$ cat src/fetch_pkg.sv
package fetch_pkg;

    // first fetch address out of reset
    localparam logic [31:0] reset_pc = 32'h1c00_0000;

    // major opcodes, inst[31:26]
    localparam logic [5:0] op_b  = 6'b010100;
    localparam logic [5:0] op_bl = 6'b010101;

    // fetch -> decode
    typedef struct packed {
        logic [31:0] pc;
        logic [31:0] inst;
        // misaligned fetch address
        logic        adef;
    } fetch_payload_t;

    // decode -> retire
    typedef struct packed {
        logic [31:0] pc;
        logic [31:0] inst;
        logic        adef;
        // B or BL, never set together with adef
        logic        is_branch;
    } decode_payload_t;

    // branch redirect, decode -> fetch
    typedef struct packed {
        logic        taken;
        logic [31:0] target;
    } redirect_t;

endpackage

$ cat src/stage_if.sv
`timescale 1ns/10ps

// valid/allowin link between two pipeline stages
// a transfer happens when valid and allowin are both high
interface stage_if #(
    parameter type payload_t = logic
) (
    // top-level flush, seen by both ends in the same cycle
    input logic flush
);

    logic     valid;
    logic     allowin;
    payload_t payload;

    modport producer (
        output valid,
        output payload,
        input  allowin,
        input  flush
    );

    modport consumer (
        input  valid,
        input  payload,
        input  flush,
        output allowin
    );

    // passive view for checkers
    modport monitor (
        input valid,
        input allowin,
        input payload,
        input flush
    );

endinterface

$ cat src/stage_buffer.sv
`timescale 1ns/10ps

// one-entry pipeline register
// takes a new entry when empty or when the current one leaves
module stage_buffer #(
    parameter type payload_t = logic
) (
    input logic        clk,
    input logic        resetn,
    stage_if.consumer  in,
    stage_if.producer  out
);

    logic     valid_q;
    payload_t data_q;

    // empty, or downstream takes the current entry this cycle
    assign in.allowin = ~valid_q | out.allowin;

    // nothing moves on in a flush cycle
    assign out.valid   = valid_q & ~in.flush;
    assign out.payload = data_q;

    always_ff @(posedge clk) begin
        if (!resetn) begin
            valid_q <= 1'b0;
        end else if (in.flush) begin
            valid_q <= 1'b0;
        end else if (in.allowin) begin
            valid_q <= in.valid;
        end
    end

    // payload only, written on a transfer
    always_ff @(posedge clk) begin
        if (in.valid && in.allowin) begin
            data_q <= in.payload;
        end
    end

endmodule

$ cat src/fetch_stage.sv
`timescale 1ns/10ps

// pre-IF request generation and IF return handling
// at most one request in flight on the instruction bus
module fetch_stage import fetch_pkg::*; (
    input  logic        clk,
    input  logic        resetn,
    input  logic        flush,
    input  logic [31:0] flush_target,
    input  redirect_t   redirect,
    stage_if.producer   fd,
    output logic        inst_sram_req,
    output logic [31:0] inst_sram_addr,
    input  logic        inst_sram_addr_ok,
    input  logic        inst_sram_data_ok,
    input  logic [31:0] inst_sram_rdata
);

    // pc of the last accepted request
    logic [31:0] if_pc;
    logic        inflight;
    // return of the in-flight request is stale
    logic        cancel_q;

    // holding register for returns that decode cannot take yet
    logic        hold_valid;
    logic [31:0] hold_inst;

    // redirects waiting for the bus to take the address
    logic        flush_q;
    logic [31:0] flush_tgt_q;
    logic        br_q;
    logic [31:0] br_tgt_q;

    logic [31:0] seq_pc;
    logic [31:0] pre_pc;
    logic        fire_req;
    logic        kill;
    logic        out_valid;
    logic        can_req;
    logic [31:0] cur_inst;

    // flush or taken branch makes everything behind it stale
    assign kill = flush | redirect.taken;

    // instruction ready from the holding reg or straight off the bus
    assign out_valid = ~kill & (hold_valid | (inst_sram_data_ok & ~cancel_q));
    assign cur_inst  = hold_valid ? hold_inst : inst_sram_rdata;

    assign fd.valid   = out_valid;
    assign fd.payload = '{pc: if_pc, inst: cur_inst, adef: |if_pc[1:0]};

    // new request only if the slot is free after this cycle
    // i.e. no pending return and nothing left stuck for decode
    assign can_req = (~inflight | inst_sram_data_ok) & ~(out_valid & ~fd.allowin);

    // req held low in reset, rises on the first cycle out of it
    assign inst_sram_req  = resetn & can_req;
    assign inst_sram_addr = pre_pc;
    assign fire_req       = inst_sram_req & inst_sram_addr_ok;

    // next pc, a live flush wins over any remembered target
    assign seq_pc = if_pc + 32'd4;
    assign pre_pc = flush          ? flush_target    :
                    flush_q        ? flush_tgt_q     :
                    br_q           ? br_tgt_q        :
                    redirect.taken ? redirect.target :
                    seq_pc;

    always_ff @(posedge clk) begin
        if (!resetn) begin
            if_pc <= reset_pc - 32'd4;
        end else if (fire_req) begin
            if_pc <= pre_pc;
        end
    end

    always_ff @(posedge clk) begin
        if (!resetn) begin
            inflight <= 1'b0;
        end else if (fire_req) begin
            inflight <= 1'b1;
        end else if (inst_sram_data_ok) begin
            inflight <= 1'b0;
        end
    end

    // stale return still on its way, drop it when it shows up
    // a return in the kill cycle itself is dropped by out_valid
    always_ff @(posedge clk) begin
        if (!resetn) begin
            cancel_q <= 1'b0;
        end else if (kill && inflight && !inst_sram_data_ok) begin
            cancel_q <= 1'b1;
        end else if (inst_sram_data_ok) begin
            cancel_q <= 1'b0;
        end
    end

    always_ff @(posedge clk) begin
        if (!resetn) begin
            hold_valid <= 1'b0;
        end else if (kill) begin
            hold_valid <= 1'b0;
        end else if (out_valid && fd.allowin) begin
            hold_valid <= 1'b0;
        end else if (inst_sram_data_ok && !cancel_q) begin
            hold_valid <= 1'b1;
        end
    end

    always_ff @(posedge clk) begin
        if (inst_sram_data_ok && !cancel_q && !hold_valid) begin
            hold_inst <= inst_sram_rdata;
        end
    end

    // flush seen while the bus refuses the target
    always_ff @(posedge clk) begin
        if (!resetn) begin
            flush_q <= 1'b0;
        end else if (fire_req) begin
            flush_q <= 1'b0;
        end else if (flush) begin
            flush_q <= 1'b1;
        end
    end

    always_ff @(posedge clk) begin
        if (flush && !fire_req) begin
            flush_tgt_q <= flush_target;
        end
    end

    // taken branch not yet on the bus
    always_ff @(posedge clk) begin
        if (!resetn) begin
            br_q <= 1'b0;
        end else if (fire_req) begin
            br_q <= 1'b0;
        end else if (redirect.taken) begin
            br_q <= 1'b1;
        end
    end

    always_ff @(posedge clk) begin
        if (redirect.taken && !fire_req) begin
            br_tgt_q <= redirect.target;
        end
    end

endmodule

$ cat src/branch_decode.sv
`timescale 1ns/10ps

// decode stage, resolves B and BL and redirects fetch
module branch_decode import fetch_pkg::*; (
    input  logic       clk,
    input  logic       resetn,
    stage_if.consumer  fd,
    stage_if.producer  dr,
    output redirect_t  redirect
);

    // buffered instruction, read side of the stage register
    stage_if #(.payload_t(fetch_payload_t)) dq (.flush(fd.flush));

    fetch_payload_t  cur;
    decode_payload_t dec;
    logic            fresh_q;
    logic            is_branch;
    logic [31:0]     offs;

    stage_buffer #(
        .payload_t(fetch_payload_t)
    ) buf0 (
        .clk    (clk),
        .resetn (resetn),
        .in     (fd),
        .out    (dq)
    );

    // entry arrived last cycle, redirect fires only then
    always_ff @(posedge clk) begin
        if (!resetn) begin
            fresh_q <= 1'b0;
        end else begin
            fresh_q <= fd.valid & fd.allowin & ~fd.flush;
        end
    end

    assign cur = dq.payload;

    // misaligned fetch is never a branch
    assign is_branch = ~cur.adef &
                       ((cur.inst[31:26] == op_b) | (cur.inst[31:26] == op_bl));

    // offs26: high 10 bits in inst[9:0], low 16 in inst[25:10]
    assign offs = {{4{cur.inst[9]}}, cur.inst[9:0], cur.inst[25:10], 2'b00};

    always_comb begin
        redirect.taken  = dq.valid & fresh_q & is_branch;
        redirect.target = cur.pc + offs;
    end

    always_comb begin
        dec.pc        = cur.pc;
        dec.inst      = cur.inst;
        dec.adef      = cur.adef;
        dec.is_branch = is_branch;
    end

    // stage register drains when retire takes the entry
    assign dr.valid   = dq.valid;
    assign dr.payload = dec;
    assign dq.allowin = dr.allowin;

endmodule

$ cat src/retire_stage.sv
`timescale 1ns/10ps

// last stage, hands committed instructions to the consumer
module retire_stage import fetch_pkg::*; (
    input  logic        clk,
    input  logic        resetn,
    stage_if.consumer   dr,
    input  logic        retire_ready,
    output logic        retire_valid,
    output logic [31:0] retire_pc,
    output logic [31:0] retire_inst,
    output logic        retire_adef
);

    // output side of the retire register
    stage_if #(.payload_t(decode_payload_t)) rq (.flush(dr.flush));

    decode_payload_t cur;

    stage_buffer #(
        .payload_t(decode_payload_t)
    ) buf0 (
        .clk    (clk),
        .resetn (resetn),
        .in     (dr),
        .out    (rq)
    );

    // consumer back-pressure holds the entry
    // and, through allowin, everything behind it
    assign rq.allowin = retire_ready;

    assign cur = rq.payload;

    assign retire_valid = rq.valid;
    assign retire_pc    = cur.pc;
    assign retire_inst  = cur.inst;
    assign retire_adef  = cur.adef;

endmodule

$ cat src/fetch_top.sv
`timescale 1ns/10ps

// instruction-fetch front end
// fetch -> branch decode -> retire
module fetch_top import fetch_pkg::*; (
    input  logic        clk,
    input  logic        resetn,

    // instruction bus, read only, 4 bytes
    output logic        inst_sram_req,
    output logic [31:0] inst_sram_addr,
    input  logic        inst_sram_addr_ok,
    input  logic        inst_sram_data_ok,
    input  logic [31:0] inst_sram_rdata,

    // pipeline flush with new fetch address
    input  logic        flush,
    input  logic [31:0] flush_target,

    // committed instruction stream
    output logic        retire_valid,
    output logic [31:0] retire_pc,
    output logic [31:0] retire_inst,
    output logic        retire_adef,
    input  logic        retire_ready
);

    redirect_t br_redirect;

    stage_if #(.payload_t(fetch_payload_t))  fd (.flush(flush));
    stage_if #(.payload_t(decode_payload_t)) dr (.flush(flush));

    fetch_stage fetch0 (
        .clk               (clk),
        .resetn            (resetn),
        .flush             (flush),
        .flush_target      (flush_target),
        .redirect          (br_redirect),
        .fd                (fd),
        .inst_sram_req     (inst_sram_req),
        .inst_sram_addr    (inst_sram_addr),
        .inst_sram_addr_ok (inst_sram_addr_ok),
        .inst_sram_data_ok (inst_sram_data_ok),
        .inst_sram_rdata   (inst_sram_rdata)
    );

    branch_decode decode0 (
        .clk      (clk),
        .resetn   (resetn),
        .fd       (fd),
        .dr       (dr),
        .redirect (br_redirect)
    );

    retire_stage retire0 (
        .clk          (clk),
        .resetn       (resetn),
        .dr           (dr),
        .retire_ready (retire_ready),
        .retire_valid (retire_valid),
        .retire_pc    (retire_pc),
        .retire_inst  (retire_inst),
        .retire_adef  (retire_adef)
    );

endmodule

$ cat config.mk
export PLATFORM = sky130hd
export DESIGN_NAME = fetch_top
export DESIGN_NICKNAME = d
export VERILOG_FILES = /design/src/fetch_pkg.sv /design/src/stage_if.sv /design/src/stage_buffer.sv /design/src/fetch_stage.sv /design/src/branch_decode.sv /design/src/retire_stage.sv /design/src/fetch_top.sv
export SDC_FILE = /design/constraint.sdc
export NUM_CORES = 1
export LEC_CHECK = 0
export BUFFER_PORTS_ARGS = -buffer_cell sky130_fd_sc_hd__buf_4
export CORE_MARGIN = 2
export CORE_UTILIZATION = 55
export DETAILED_ROUTE_END_ITERATION = 10
export PLACE_DENSITY_LB_ADDON = 0.15
export SLEW_MARGIN = 40
export SYNTH_ARGS = -nofsm -noshare
export SYNTH_HDL_FRONTEND = slang
export SYNTH_SLANG_ARGS = --single-unit
$ cat constraint.sdc
create_clock -name clk -period 7.1 [get_ports clk]
set_clock_uncertainty 0.2 [all_clocks]
set_input_delay 0.71 -clock clk [delete_from_list [all_inputs] [get_ports clk]]
set_output_delay 0.71 -clock clk [all_outputs]
set_load 0.005 [all_outputs]
Word level (Yosys, flattened, before mapping):

Index checks and enable logic that the tools add are counted.

* register bits after elaboration: 266
* bits of input ports: 70
* output and inout port bits: 99
* logic and storage cells: 77

* add/sub/neg operators: 2
* equal/unequal tests: 2
* multiplexer cells: 8
* bitwise logic cells: 29
* reduce and logical (&&, ||, !) cells: 18

Operators with widths (number)
* $mux W32: 5
* $add A32 B3 Y32 const B: 1
* $add A32 B32 Y32: 1
* $and A1 B1 Y1: 13
* $eq A6 B5 Y1 const B: 2
* $not A1 Y1: 10
* $logic_and A1 B1 Y1: 8
* $or A1 B1 Y1: 6
* $reduce_or A2 Y1: 3
* $logic_not A1 Y1: 4
* $reduce_bool A2 Y1: 2
* $mux W1: 3
* $reduce_or A3 Y1: 1

Depth between registers and ports, before layout:

Gate-level depths: netlist (run 1).

* depth in word-level cells: 14
* depth in mapped cells: 11
* gate-level depth less buffers: 10

Hierarchy:

A second synthesis (run 1) with hierarchy kept.

* cells, all modules: 960
* area, all modules: 12205.5 um^2

By module, submodules not included
* fetch_stage: instances 1, cells each 566, area an instance 6418.7 um^2, sequential area each 3623.5 um^2
* stage_buffer at retire0.buf0: instances 1, cells each 73, area an instance 2049.5 um^2, sequential area each 2001.9 um^2
* stage_buffer at decode0.buf0: instances 1, cells each 72, area an instance 2019.4 um^2, sequential area each 1971.9 um^2
* branch_decode: instances 1, cells each 249, area an instance 1717.9 um^2, sequential area each 20.0 um^2

Worst setup path after synthesis (run 1):

OpenSTA, ideal clock, no wires.

* kind: input to register
* from: input port flush
* to: register decode0.buf0.data_q, in the netlist decode0.buf0.out.payload[0] (enable)
* setup time: 509 ps
* arrival time: 4753 ps
* required time: 6391 ps
* setup slack: 1638 ps
* stages: 6
* path buffers: 2
* cells stage by stage: buf_4 -> nor2b_1 -> and3_1 -> buf_2 -> or3_1 -> a21oi_1

* word-level cells in the longest chain between the ends: 8

RTL lines
* start, declared: line fetch_top.sv:17 `input logic flush,`
* $not A1 Y1: line stage_buffer.sv:21 `assign out.valid = valid_q & ~in.flush;`
* $and A1 B1 Y1: line stage_buffer.sv:21
* $and A1 B1 Y1 (2 in a row): line branch_decode.sv:49 `redirect.taken = dq.valid & fresh_q & is_branch;`
* $or A1 B1 Y1 *: line fetch_stage.sv:44 `assign kill = flush | redirect.taken;`
* $not A1 Y1 *: line fetch_stage.sv:47 `assign out_valid = ~kill & (hold_valid | (inst_sram_data_ok & ~cancel_q));`
* $and A1 B1 Y1 *: line fetch_stage.sv:47
* $logic_and A1 B1 Y1 *: line stage_buffer.sv:36 `if (in.valid && in.allowin) begin`
* end signal, assigned: line stage_buffer.sv:37 `data_q <= in.payload;`
* end, declared: line stage_buffer.sv:15 `payload_t data_q;`

Every way passes the cells marked *; elsewhere a longest branch is shown, timed or not.
A chain may end at the register's enable or synchronous reset.

==> results of run 1 <==
-- cells in the final DEF (no fill, tap or decap), types with 30 or more instances in the layout --
master / count
nor2_1: 56
nand2_1: 87
mux2_2: 32
ha_1: 30
buf_4: 178
o21ai_0: 53
a21oi_1: 59
edfxtp_1: 226
dfxtp_1: 40
-- path summary, 6_finish.rpt --
check | from | to | slack (ns) | cells past startpoint
worst max-delay path | decode0.buf0.out.payload[11] | inst_sram_addr[20] | 2.18 | 11
worst min-delay path | flush_target[6] | fetch0.flush_tgt_q[6] | 0.13 | 1
worst max register to register | decode0.buf0.valid_q | fetch0.br_tgt_q[31] | 3.23 | 8
worst min register to register | decode0.buf0.out.payload[27] | retire0.buf0.out.payload[28] | 0.23 | 0
-- critical path, stage by stage (launching register included) --
cell and delay [ns]:
edfxtp_1 0.40, ha_1 0.27, fa_1 0.44, a211oi_1 0.35
o21a_1 0.26, or3b_1 0.22, a21oi_2 0.13, o41ai_1 0.42
xnor2_1 0.30, mux2i_1 0.19, a21oi_1 0.30, buf_4 0.17
-- power groups by stage --
stage / sequential (mW) / combinational [mW] / clock, mW
2_1_floorplan: 1.84 / 0.333 / 0
3_3_place_gp: 1.86 / 0.513 / 0
3_5_place_dp: 1.86 / 0.521 / 0
4_1_cts: 1.83 / 0.526 / 1.63
5_1_grt: 1.84 / 0.576 / 1.69
6_report: 1.83 / 0.533 / 1.62
-- logic make-up (layout without fill, tap and decap cells) --
family / Yosys count / in the layout
compound gates: 275 / 275
xor+xnor: 51 / 51
fa+ha+maj: 31 / 31
buf+inv: 64 / 250
flops: 266 / 266
mux: 40 / 40
simple gates: 280 / 280
-- final cells by class --
| cell class | instances | area share [%] |
|---|---|---|
| Sequential cell | 266 | 50.6 |
| Multi-Input combinational cell | 677 | 30.6 |
| Clock inverter | 13 | 1.62 |
| Tap cell | 280 | 2.34 |
| Inverter | 19 | 0.476 |
| Timing Repair Buffer | 180 | 9.06 |
| Clock buffer | 38 | 5.26 |
-- cell usage after synthesis, types with 11 or more instances --
cell type  number  area share, %
a31oi_1        18           0.91
nor3_1         22           0.89
o31ai_1        16           0.97
dfxtp_1        40            6.4
nor2_1         58            1.8
ha_1           30            3.0
xnor2_1        27            1.9
nand3_1        28            1.1
clkbuf_1       24           0.73
mux2_2         32            2.9
nand3b_1       16           0.97
xor2_1         24            1.7
o21ai_0        53            2.1
buf_2          15           0.60
o21a_1         19            1.1
nand4_1        11           0.55
nand2_1        87            2.6
edfxtp_1      226             55
a211oi_1       15           0.91
a21oi_1        60            2.4
inv_1          18           0.54
a21o_1         23            1.4
-- through the flow --
step | power [mW] | setup slack (ns) | hold slack (ns) | util [%] | cell area, um^2
2_1_floorplan | 2.18 | 1.64 | 0.200 | - | 12400
3_3_place_gp | 2.37 | 2.63 | 0.204 | 63.4 | 14000
3_5_place_dp | 2.38 | 2.48 | 0.218 | 63.4 | 14000
4_1_cts | 3.99 | 2.26 | 0.115 | 68.1 | 15000
5_1_grt | 4.10 | 2.05 | 0.115 | 68.1 | 15000
6_report | 3.98 | 2.18 | 0.126 | 68.1 | 15000
-- flip-flops by register name (all words and copies together) (netlist names), 32 cells and up --
register	flops
decode0.buf0.out.payload	65
fetch0.br_tgt_q	32
fetch0.hold_inst	32
retire0.buf0.out.payload	65
fetch0.if_pc	32
fetch0.flush_tgt_q	32
-- per-layer routing --
| metal | part of all wire (%) | vias to the layer above |
|---|---|---|
| met3 | 7.1 | 85 |
| met1 | 41 | 4371 |
| met4 | 3.9 | 0 |
| li1 | - | 4193 |
| met2 | 48 | 413 |
| met5 | 0 | - |
==> qor.yml, run 1 <==
cts:
  htree_levels: 1
  cts_hold_buf: 0
  cts_setup_buffers: 0
  cts_max_path_buffers: 3
  ctsResizeCount: 0
  clock_latency_ns: 0.57
  clkTransAtPathRegs_ns: 0.06
  cts_tree: "built"
  clkSinkCount: 266
  cts_root_buf: "clkbuf_16"
  cts_buffers: 28
cells_and_area:
  fill_cells: 1644
  drive_above_1_share_pct: 23.4
  fin_cells: 1473
  area_growth_pct: 20.7
  multi_input_area_um2: 4590
  n_antenna_cell: 0
  nets: 1273
  seq_area_um2: 7590
grt:
  met2_usage_pct: 45.2
  grt_use_total_pct: 27.3
  grt_max_degree: 66
  grt_pass1_vias: 8821
  antenna_found_initial: 0
  grt_pass1_wl_um: 50100
  grt-busiest-layer: "met2"
  grt_use_met3_pct: 4.17
  use_met1_pct: 36.8
  grt_overflow: 0
sta:
  setup_tns_ns: 0
  hold_violations: 0
  rsz0062_at_grt: "no"
  finalSetupViolCount: 0
  worst_slew_pin_slew_ns: 0.858
  fmax_mhz: 203
  fin_crit_sh_pct: 69.3
  slew_headroom_pct: 42.6
  period_needed_ns: 4.92
  slew_viol_final: 0
logic_synthesis:
  syn_avg_cell_area_um2: 12.3
  yosysWarnings: 0
  yosys.area_share.simple_pct: 11.2
  synth_compound_area_share_pct: 15.3
  synthMuxAreaShare_pct: 3.55
  synthXorXnorAreaFrac_pct: 3.60
  synth.distinct_cells: 76
  syn-cell-area_um2: 12400
  ys_ff_latch: 266
  netlist_instances: 1007
  synthesis.nets: 1108
  ys_async_sr_fraction_pct: 0
  yosysSeqAreaShare_pct: 61.1
  synth_top_family_by_area: "compound AO/OA/AOI/OAI gates"
  yosys.area_share.adder_pct: 3.18
  synth-main-ff-cell: "edfxtp_1"
  synth_edf_count: 226
power_and_ir_drop:
  power_frac_comb_pct: 13.4
  vdd_drop_max_mv: 0.210
  p_seq_share_pct: 46.0
  p_clk_share_pct: 40.6
  p_leak_nw: 5.52
  switching_share_pct: 24.7
  p_int_mw: 3.00
  p_sw_mw: 0.985
  power_density_nw_per_um2: 265
route:
  drcViolationCount: 0
  firstDrtPassIters: 5
  routedWlPerCell_um: 22.4
  ant_nets: 0
  wirelength_um: 33000
  via_per_inst: 6.15
  num_vias: 9062
  drtIter0Drc: 734
floorplan:
  dieArea_um2: 23800
  die_h_um: 154
  initial_core_util_pct: 56.4
  fp-row-count: 54
  coreArea_um2: 22000
  io_pins: 169
  die_w_um: 154
worst_setup_path:
  worstPathRequired_ns: 6.19
  cp.arrival_ns: 4.01
  start_kind: "flip-flop"
  critPathKind: "flip-flop to output pin"
  cp-end-kind: "output pin"
  critPathMaxFanout: 6
status:
  status: "complete, no violations"
placement:
  gp_congestion: 0.921
  place_inst: 1422
  hpwl_um: 22600
  port_buffers: 168
run:
  cap_violations: 0
hold_path:
  hp-class: "input port to flip-flop"
No activity file was read; power rests on OpenSTA's default activity.
==> run 2: changes to the inputs <==
- CORE_UTILIZATION: 55 -> 52
- clock period: 7.1 -> 4.2 ns (I/O delays scaled with it)
==> run 2 against run 1 <==
  * Via count up 4.9%
  * Combinational power up 89%
  * Sequential cell count stayed put
  * Die area up 5.6%
  * Final cell count up 9.0%
  * Sequential share of layout area shrank 3.5 points
  * Core utilization is 0.56 points higher
  * Wire length up 8.6%
  * Non-clock buffer count increased by 92
  * Largest cell class unchanged
==> qor.yml, run 2 (synthesis gave the netlist of run 1 again) <==
floorplan:
  fp-row-count: 56  # +3.7%
  initial_core_util_pct: 52.9  # -3.5 points
  dieArea_um2: 25100  # +5.6%
  die_w_um: 159  # +2.8%
  coreArea_um2: 23500  # +6.6%
  die_h_um: 159  # +2.8%
  io_pins: 169  # unchanged
sta:
  hold_violations: 0  # unchanged
  slew_viol_final: 0  # unchanged
  fmax_mhz: 246
  rsz0062_at_grt: "yes"
  fin_crit_sh_pct: 96.7
  worst_slew_pin_slew_ns: 0.811  # -0.0473 ns
  period_needed_ns: 4.06
  setup_tns_ns: 0  # unchanged
  finalSetupViolCount: 0  # unchanged
  whs_ns: 0.0865  # -0.0395 ns
  slew_headroom_pct: 45.8  # +3.2 points
cts:
  cts_tree: "built"
  cts_root_buf: "clkbuf_16"
  htree_levels: 1  # unchanged
  cts_max_path_buffers: 3  # unchanged
  clkTransAtPathRegs_ns: 0.06  # about the same
  clkSinkCount: 266  # unchanged
  cts_buffers: 28  # unchanged
  clock_latency_ns: 0.54  # -0.03 ns
placement:
  hpwl_um: 24800  # +9.6%
  gp_congestion: 0.965  # +4.8%
  place_area_um2: 14200  # +2.0%
  port_buffers: 168  # unchanged
worst_setup_path:
  r2r-start: "decode0.buf0.out.payload[29]"
  reg2reg_depth: 7  # -1
  reg2reg_to: "fetch0.br_tgt_q[1]"
  critPathMaxFanout: 6  # unchanged
  cpMaxStageDelayCell: "edfxtp_1"
  crit_chain: "ha_1 > a21oi_1 > o21ai_0 > nor3_1 > o2111ai_1 > nor2b_1 > a21o_1 > a221oi_2 > a21oi_1 > buf_4"
  cp_num_buf_inv: 1  # unchanged
  worst_path_largest_cell_delay_ns: 0.41  # -0.03 ns
  cp-end-kind: "output pin"
  worstPathRequired_ns: 3.58  # -2.61 ns
  critPathMostFrequentCell: "a21oi_1"
  critPathKind: "flip-flop to output pin"
  critPathTopFamily: "compound AO/OA/AOI/OAI gates"
  cp.arrival_ns: 3.44  # -0.57 ns
  start_kind: "flip-flop"
  rrSetupSlack_ns: 0.96  # -2.27 ns
cells_and_area:
  fin_util_pct: 68.6  # +0.56 points
  mostFrequentLayoutCells: "edfxtp_1, buf_4, nand2_1"
  n_antenna_cell: 0  # unchanged
  layout_commonest_cell: "edfxtp_1"
  drive_above_1_share_pct: 25.8  # +2.4 points
  nets: 1365  # +7.2%
  fill_cells: 1702  # +3.5%
  fin_area_um2: 16100  # +7.4%
  area_growth_pct: 29.7
route:
  drtIter0Drc: 802  # +9.3%
  firstDrtPassIters: 5  # unchanged
  wirelength_um: 35800  # +8.6%
  drcViolationCount: 0  # unchanged
  ant_nets: 0  # unchanged
  routedWlPerCell_um: 22.3  # -0.37%
  num_vias: 9510  # +4.9%
  via_per_inst: 5.93  # -3.7%
power_and_ir_drop:
  p_total_mw: 6.95  # +74%
  power_density_nw_per_um2: 431  # +62%
  vdd_drop_max_mv: 0.331  # +57%
  p_leak_nw: 5.99  # +8.4%
run:
  cap_violations: 0  # unchanged
grt:
  grt_max_degree: 41  # -38%
  grt_use_total_pct: 28.3  # +1.0 points
  antenna_found_initial: 0  # unchanged
  grt_pass1_wl_um: 53000  # +5.6%
  grt_overflow: 0  # unchanged
  grt_pass1_vias: 9296  # +5.4%
hold_path:
  hold_path_end: "decode0.fresh_q"
  min_path_cells: 3  # +2
  min_from: "retire_ready"
  hp-class: "input port to flip-flop"
status:
  status: "complete, no violations"
## run 2: layer usage
metal	part of all wire, %	wire [um]	vias up	global-route usage (%)
li1	-	-	4378	-
met2	47	16800	436	46.7
met5	0	0	-	0
met4	3.9	1410	0	10.6
met1	42	14900	4615	37.7
met3	7.3	2620	81	5.06
## run 2: power by group
| group | leakage [nW] | internal, mW | switching, mW | total [mW] |
|---|---|---|---|---|
| Combinational | 3.05 | 0.446 | 0.561 | 1.01 |
| Sequential | 2.41 | 3.00 | 0.0865 | 3.09 |
| Clock | 0.527 | 1.81 | 1.04 | 2.85 |
| Total | 5.99 | 5.26 | 1.68 | 6.95 |
## run 2: how the worst max path moves through the flow
stage               cells past startpoint                    startpoint  slack (ns)            endpoint
floorplan                              10                         flush        0.16  fetch0.br_tgt_q[0]
global placement                       11  decode0.buf0.out.payload[11]        0.40  inst_sram_addr[20]
detailed placement                     11  decode0.buf0.out.payload[11]        0.34  inst_sram_addr[20]
CTS                                    11  decode0.buf0.out.payload[11]        0.03  inst_sram_addr[30]
global route                           10  decode0.buf0.out.payload[12]     -0.0002  inst_sram_addr[25]
finish                                 10  decode0.buf0.out.payload[57]        0.14  inst_sram_addr[29]
## run 2: metrics by stage
step / setup slack (ns) / std cells
2_1_floorplan: 0.160 / 1007
3_3_place_gp: 0.398 / 1486
3_5_place_dp: 0.343 / 1487
4_1_cts: 0.0292 / 1604
5_1_grt: -0.000223 / 1605
6_report: 0.139 / 1605
## run 2: final cells by class
class                      instances  area [um^2]  share of cell area (%)
sequential                       266         7590                    47.1
multi-input combinational        677         4730                    29.3
timing repair buffer             272         2250                    14.0
clock buffer                      31          733                    4.55
tap                              319          399                    2.48
clock inverter                    21          343                    2.13
inverter                          19         71.3                   0.443
## run 2: worst reg2reg max path, stage by stage (launching register included)
cell and delay (ns):
edfxtp_1 0.41, nor3b_1 0.17, and3_1 0.20, or3_1 0.44, o221a_2 0.32, and2_1 0.33, nor2_2 0.47, buf_4 0.36
## run 2: what timing repair did
item                       4_1_cts  5_1_grt
setup endpoints to repair        8       15
setup buffers                    0        1
hold buffers                    65        0
pin swaps                        0        5
resized for setup                8       21
hold endpoints to repair       101        0
==> run 3: changes to the inputs <==
- PLACE_DENSITY: not set -> 0.82
- PLACE_DENSITY_LB_ADDON: 0.15 -> not set
==> run 3 against run 2 <==
  * Final cell count is 0.12% lower
  * Clock power down 12%
  * Total power fell by 4.2%
  * Clock-buffer cell count grew 2
  * Core utilization increased by 0.16 points
  * Combinational power is 4% higher
  * Critical path type unchanged
  * Critical endpoint unchanged
  * Largest power group unchanged
==> qor.yml, run 3 (synthesis gave the netlist of run 1 again) <==
status:
  status: "complete, no violations"
floorplan:
  dieArea_um2: 25100  # unchanged
  io_pins: 169  # unchanged
  coreArea_um2: 23500  # unchanged
  die_h_um: 159  # unchanged
  fp-row-count: 56  # unchanged
  die_w_um: 159  # unchanged
  initial_core_util_pct: 52.9  # unchanged
cells_and_area:
  fin_area_um2: 16100  # +0.23%
  nets: 1363  # -0.15%
  n_antenna_cell: 0  # unchanged
  drive_above_1_share_pct: 26.7  # +0.90 points
  layout_commonest_cell: "edfxtp_1"
  fin_util_pct: 68.8  # +0.16 points
  area_growth_pct: 30.0
  mostFrequentLayoutCells: "edfxtp_1, buf_4, nand2_1"
  fill_cells: 1629  # -4.3%
worst_setup_path:
  crit_chain: "ha_4 > nand3_2 > nor4_2 > buf_4 > o211ai_1 > buf_4 > a2111oi_4 > o21ai_1 > a21o_1 > a221oi_2 > a21oi_1 > buf_4"
  critPathKind: "flip-flop to output pin"
  critPathMostFrequentCell: "buf_4"
  cpMaxStageDelayCell: "edfxtp_1"
  worstPathRequired_ns: 3.58  # about the same
  cp-end-kind: "output pin"
  worst_path_largest_cell_delay_ns: 0.49  # +0.08 ns
  start_kind: "flip-flop"
  critPathMaxFanout: 6  # unchanged
  cp.arrival_ns: 3.54  # +0.10 ns
sta:
  slew_headroom_pct: 49.9  # +4.0 points
  slew_viol_final: 0  # unchanged
  hold_violations: 0  # unchanged
  setup_tns_ns: 0  # unchanged
  finalSetupViolCount: 0  # unchanged
  rsz0062_at_grt: "yes"
  fmax_mhz: 241  # -2.3%
  fin_crit_sh_pct: 99.0  # +2.3 points
  worst_slew_pin_slew_ns: 0.749  # -0.0617 ns
  period_needed_ns: 4.16  # +0.0967 ns
cts:
  cts_tree: "built"
  clock_latency_ns: 0.56  # +0.02 ns
  cts_max_path_buffers: 3  # unchanged
  clkSinkCount: 266  # unchanged
  cts_buffers: 28  # unchanged
  cts_root_buf: "clkbuf_16"
  clkTransAtPathRegs_ns: 0.07  # about the same
  htree_levels: 1  # unchanged
grt:
  grt_max_degree: 54  # +32%
  grt_overflow: 0  # unchanged
  grt_use_total_pct: 28.4  # +0.10 points
  antenna_found_initial: 0  # unchanged
  grt_pass1_vias: 9428  # +1.4%
  grt_pass1_wl_um: 53900  # +1.8%
route:
  firstDrtPassIters: 6  # +1
  drcViolationCount: 0  # unchanged
  ant_nets: 0  # unchanged
  via_per_inst: 6.00  # +1.3%
  drtIter0Drc: 922  # +15%
  wirelength_um: 36400  # +1.7%
  num_vias: 9620  # +1.2%
  routedWlPerCell_um: 22.7  # +1.9%
power_and_ir_drop:
  p_total_mw: 6.65  # -4.2%
  p_leak_nw: 5.93  # -1.0%
  vdd_drop_max_mv: 0.291  # -12%
  power_density_nw_per_um2: 412  # -4.4%
hold_path:
  hp-class: "input port to flip-flop"
run:
  cap_violations: 0  # unchanged
placement:
  hpwl_um: 24100  # -2.8%
  port_buffers: 168  # unchanged
  place_area_um2: 14200  # -0.56%
  gp_congestion: 0.884  # -8.4%
==> run 3: cell count changes in the layout (fill, tap and decap cells not counted), moves of 4 or more <==
cell / delta
clkinv_2: -5
clkinvlp_4: +4
buf_4: -4
ha_1: -8
bufinv_16: -6
ha_4: +8
==> run 3: final timing paths <==
| path | from | to | slack [ns] | depth (start not counted) |
|---|---|---|---|---|
| worst max-delay path | decode0.buf0.out.payload[19] | inst_sram_addr[29] | 0.04 | 12 |
| worst min-delay path | flush | fetch0.if_pc[18] | 0.05 | 3 |
| worst max register to register | decode0.buf0.out.payload[11] | fetch0.if_pc[28] | 0.92 | 10 |
| worst min register to register | decode0.buf0.out.payload[27] | retire0.buf0.out.payload[28] | 0.22 | 0 |
==> run 3: per-layer routing <==
layer  vias up  wire [um]  GRT usage [%]
li1       4393          -              -
met1      4624      14400           38.9
met2       524      17500           46.8
met3        79       3150           3.89
met4         0       1380           10.1
met5         -          0              0
==> run 3: power by group <==
group,internal [mW],switching (mW),total [mW]
clock network,1.44,1.07,2.51
logic,0.464,0.585,1.05
registers,3.00,0.0888,3.09
==> run 3: area by class of cell <==
cell class	instances	area [um^2]	area share (%)
clock buffers	33	729	4.52
clock inverters	19	209	1.29
inverters	19	71.3	0.442
multi-input cells	677	4900	30.3
flip-flops and latches	266	7590	47.0
well taps	319	399	2.47
repair buffers	270	2250	13.9
==> run 3: critical path, delay by kind of cell, from the launching register on <==
kind,cells,cell delay (ns)
flip-flops,1,0.49
AO/OA/AOI/OAI,6,1.16
adder cells (fa/ha/maj),1,0.35
AND/OR/NAND/NOR,2,0.40
buffers and inverters,3,0.58
==> run 3: through the flow <==
stage	hold WS (ns)	instances	setup slack (ns)
floorplan	0.200	1007	0.160
global placement	0.213	1477	0.384
detailed placement	0.210	1477	0.251
CTS	0.0186	1597	-0.0192
global route	0.0314	1603	-0.127
finish	0.0507	1603	0.0420
==> run 3: timing repair <==
item	CTS	global route
gates cloned	0	0
hold buffers	67	0
buffers inserted	1	5
hold endpoints to repair	100	0
endpoints found under the setup margin	11	19
pin swaps	4	8
resized for setup	12	39
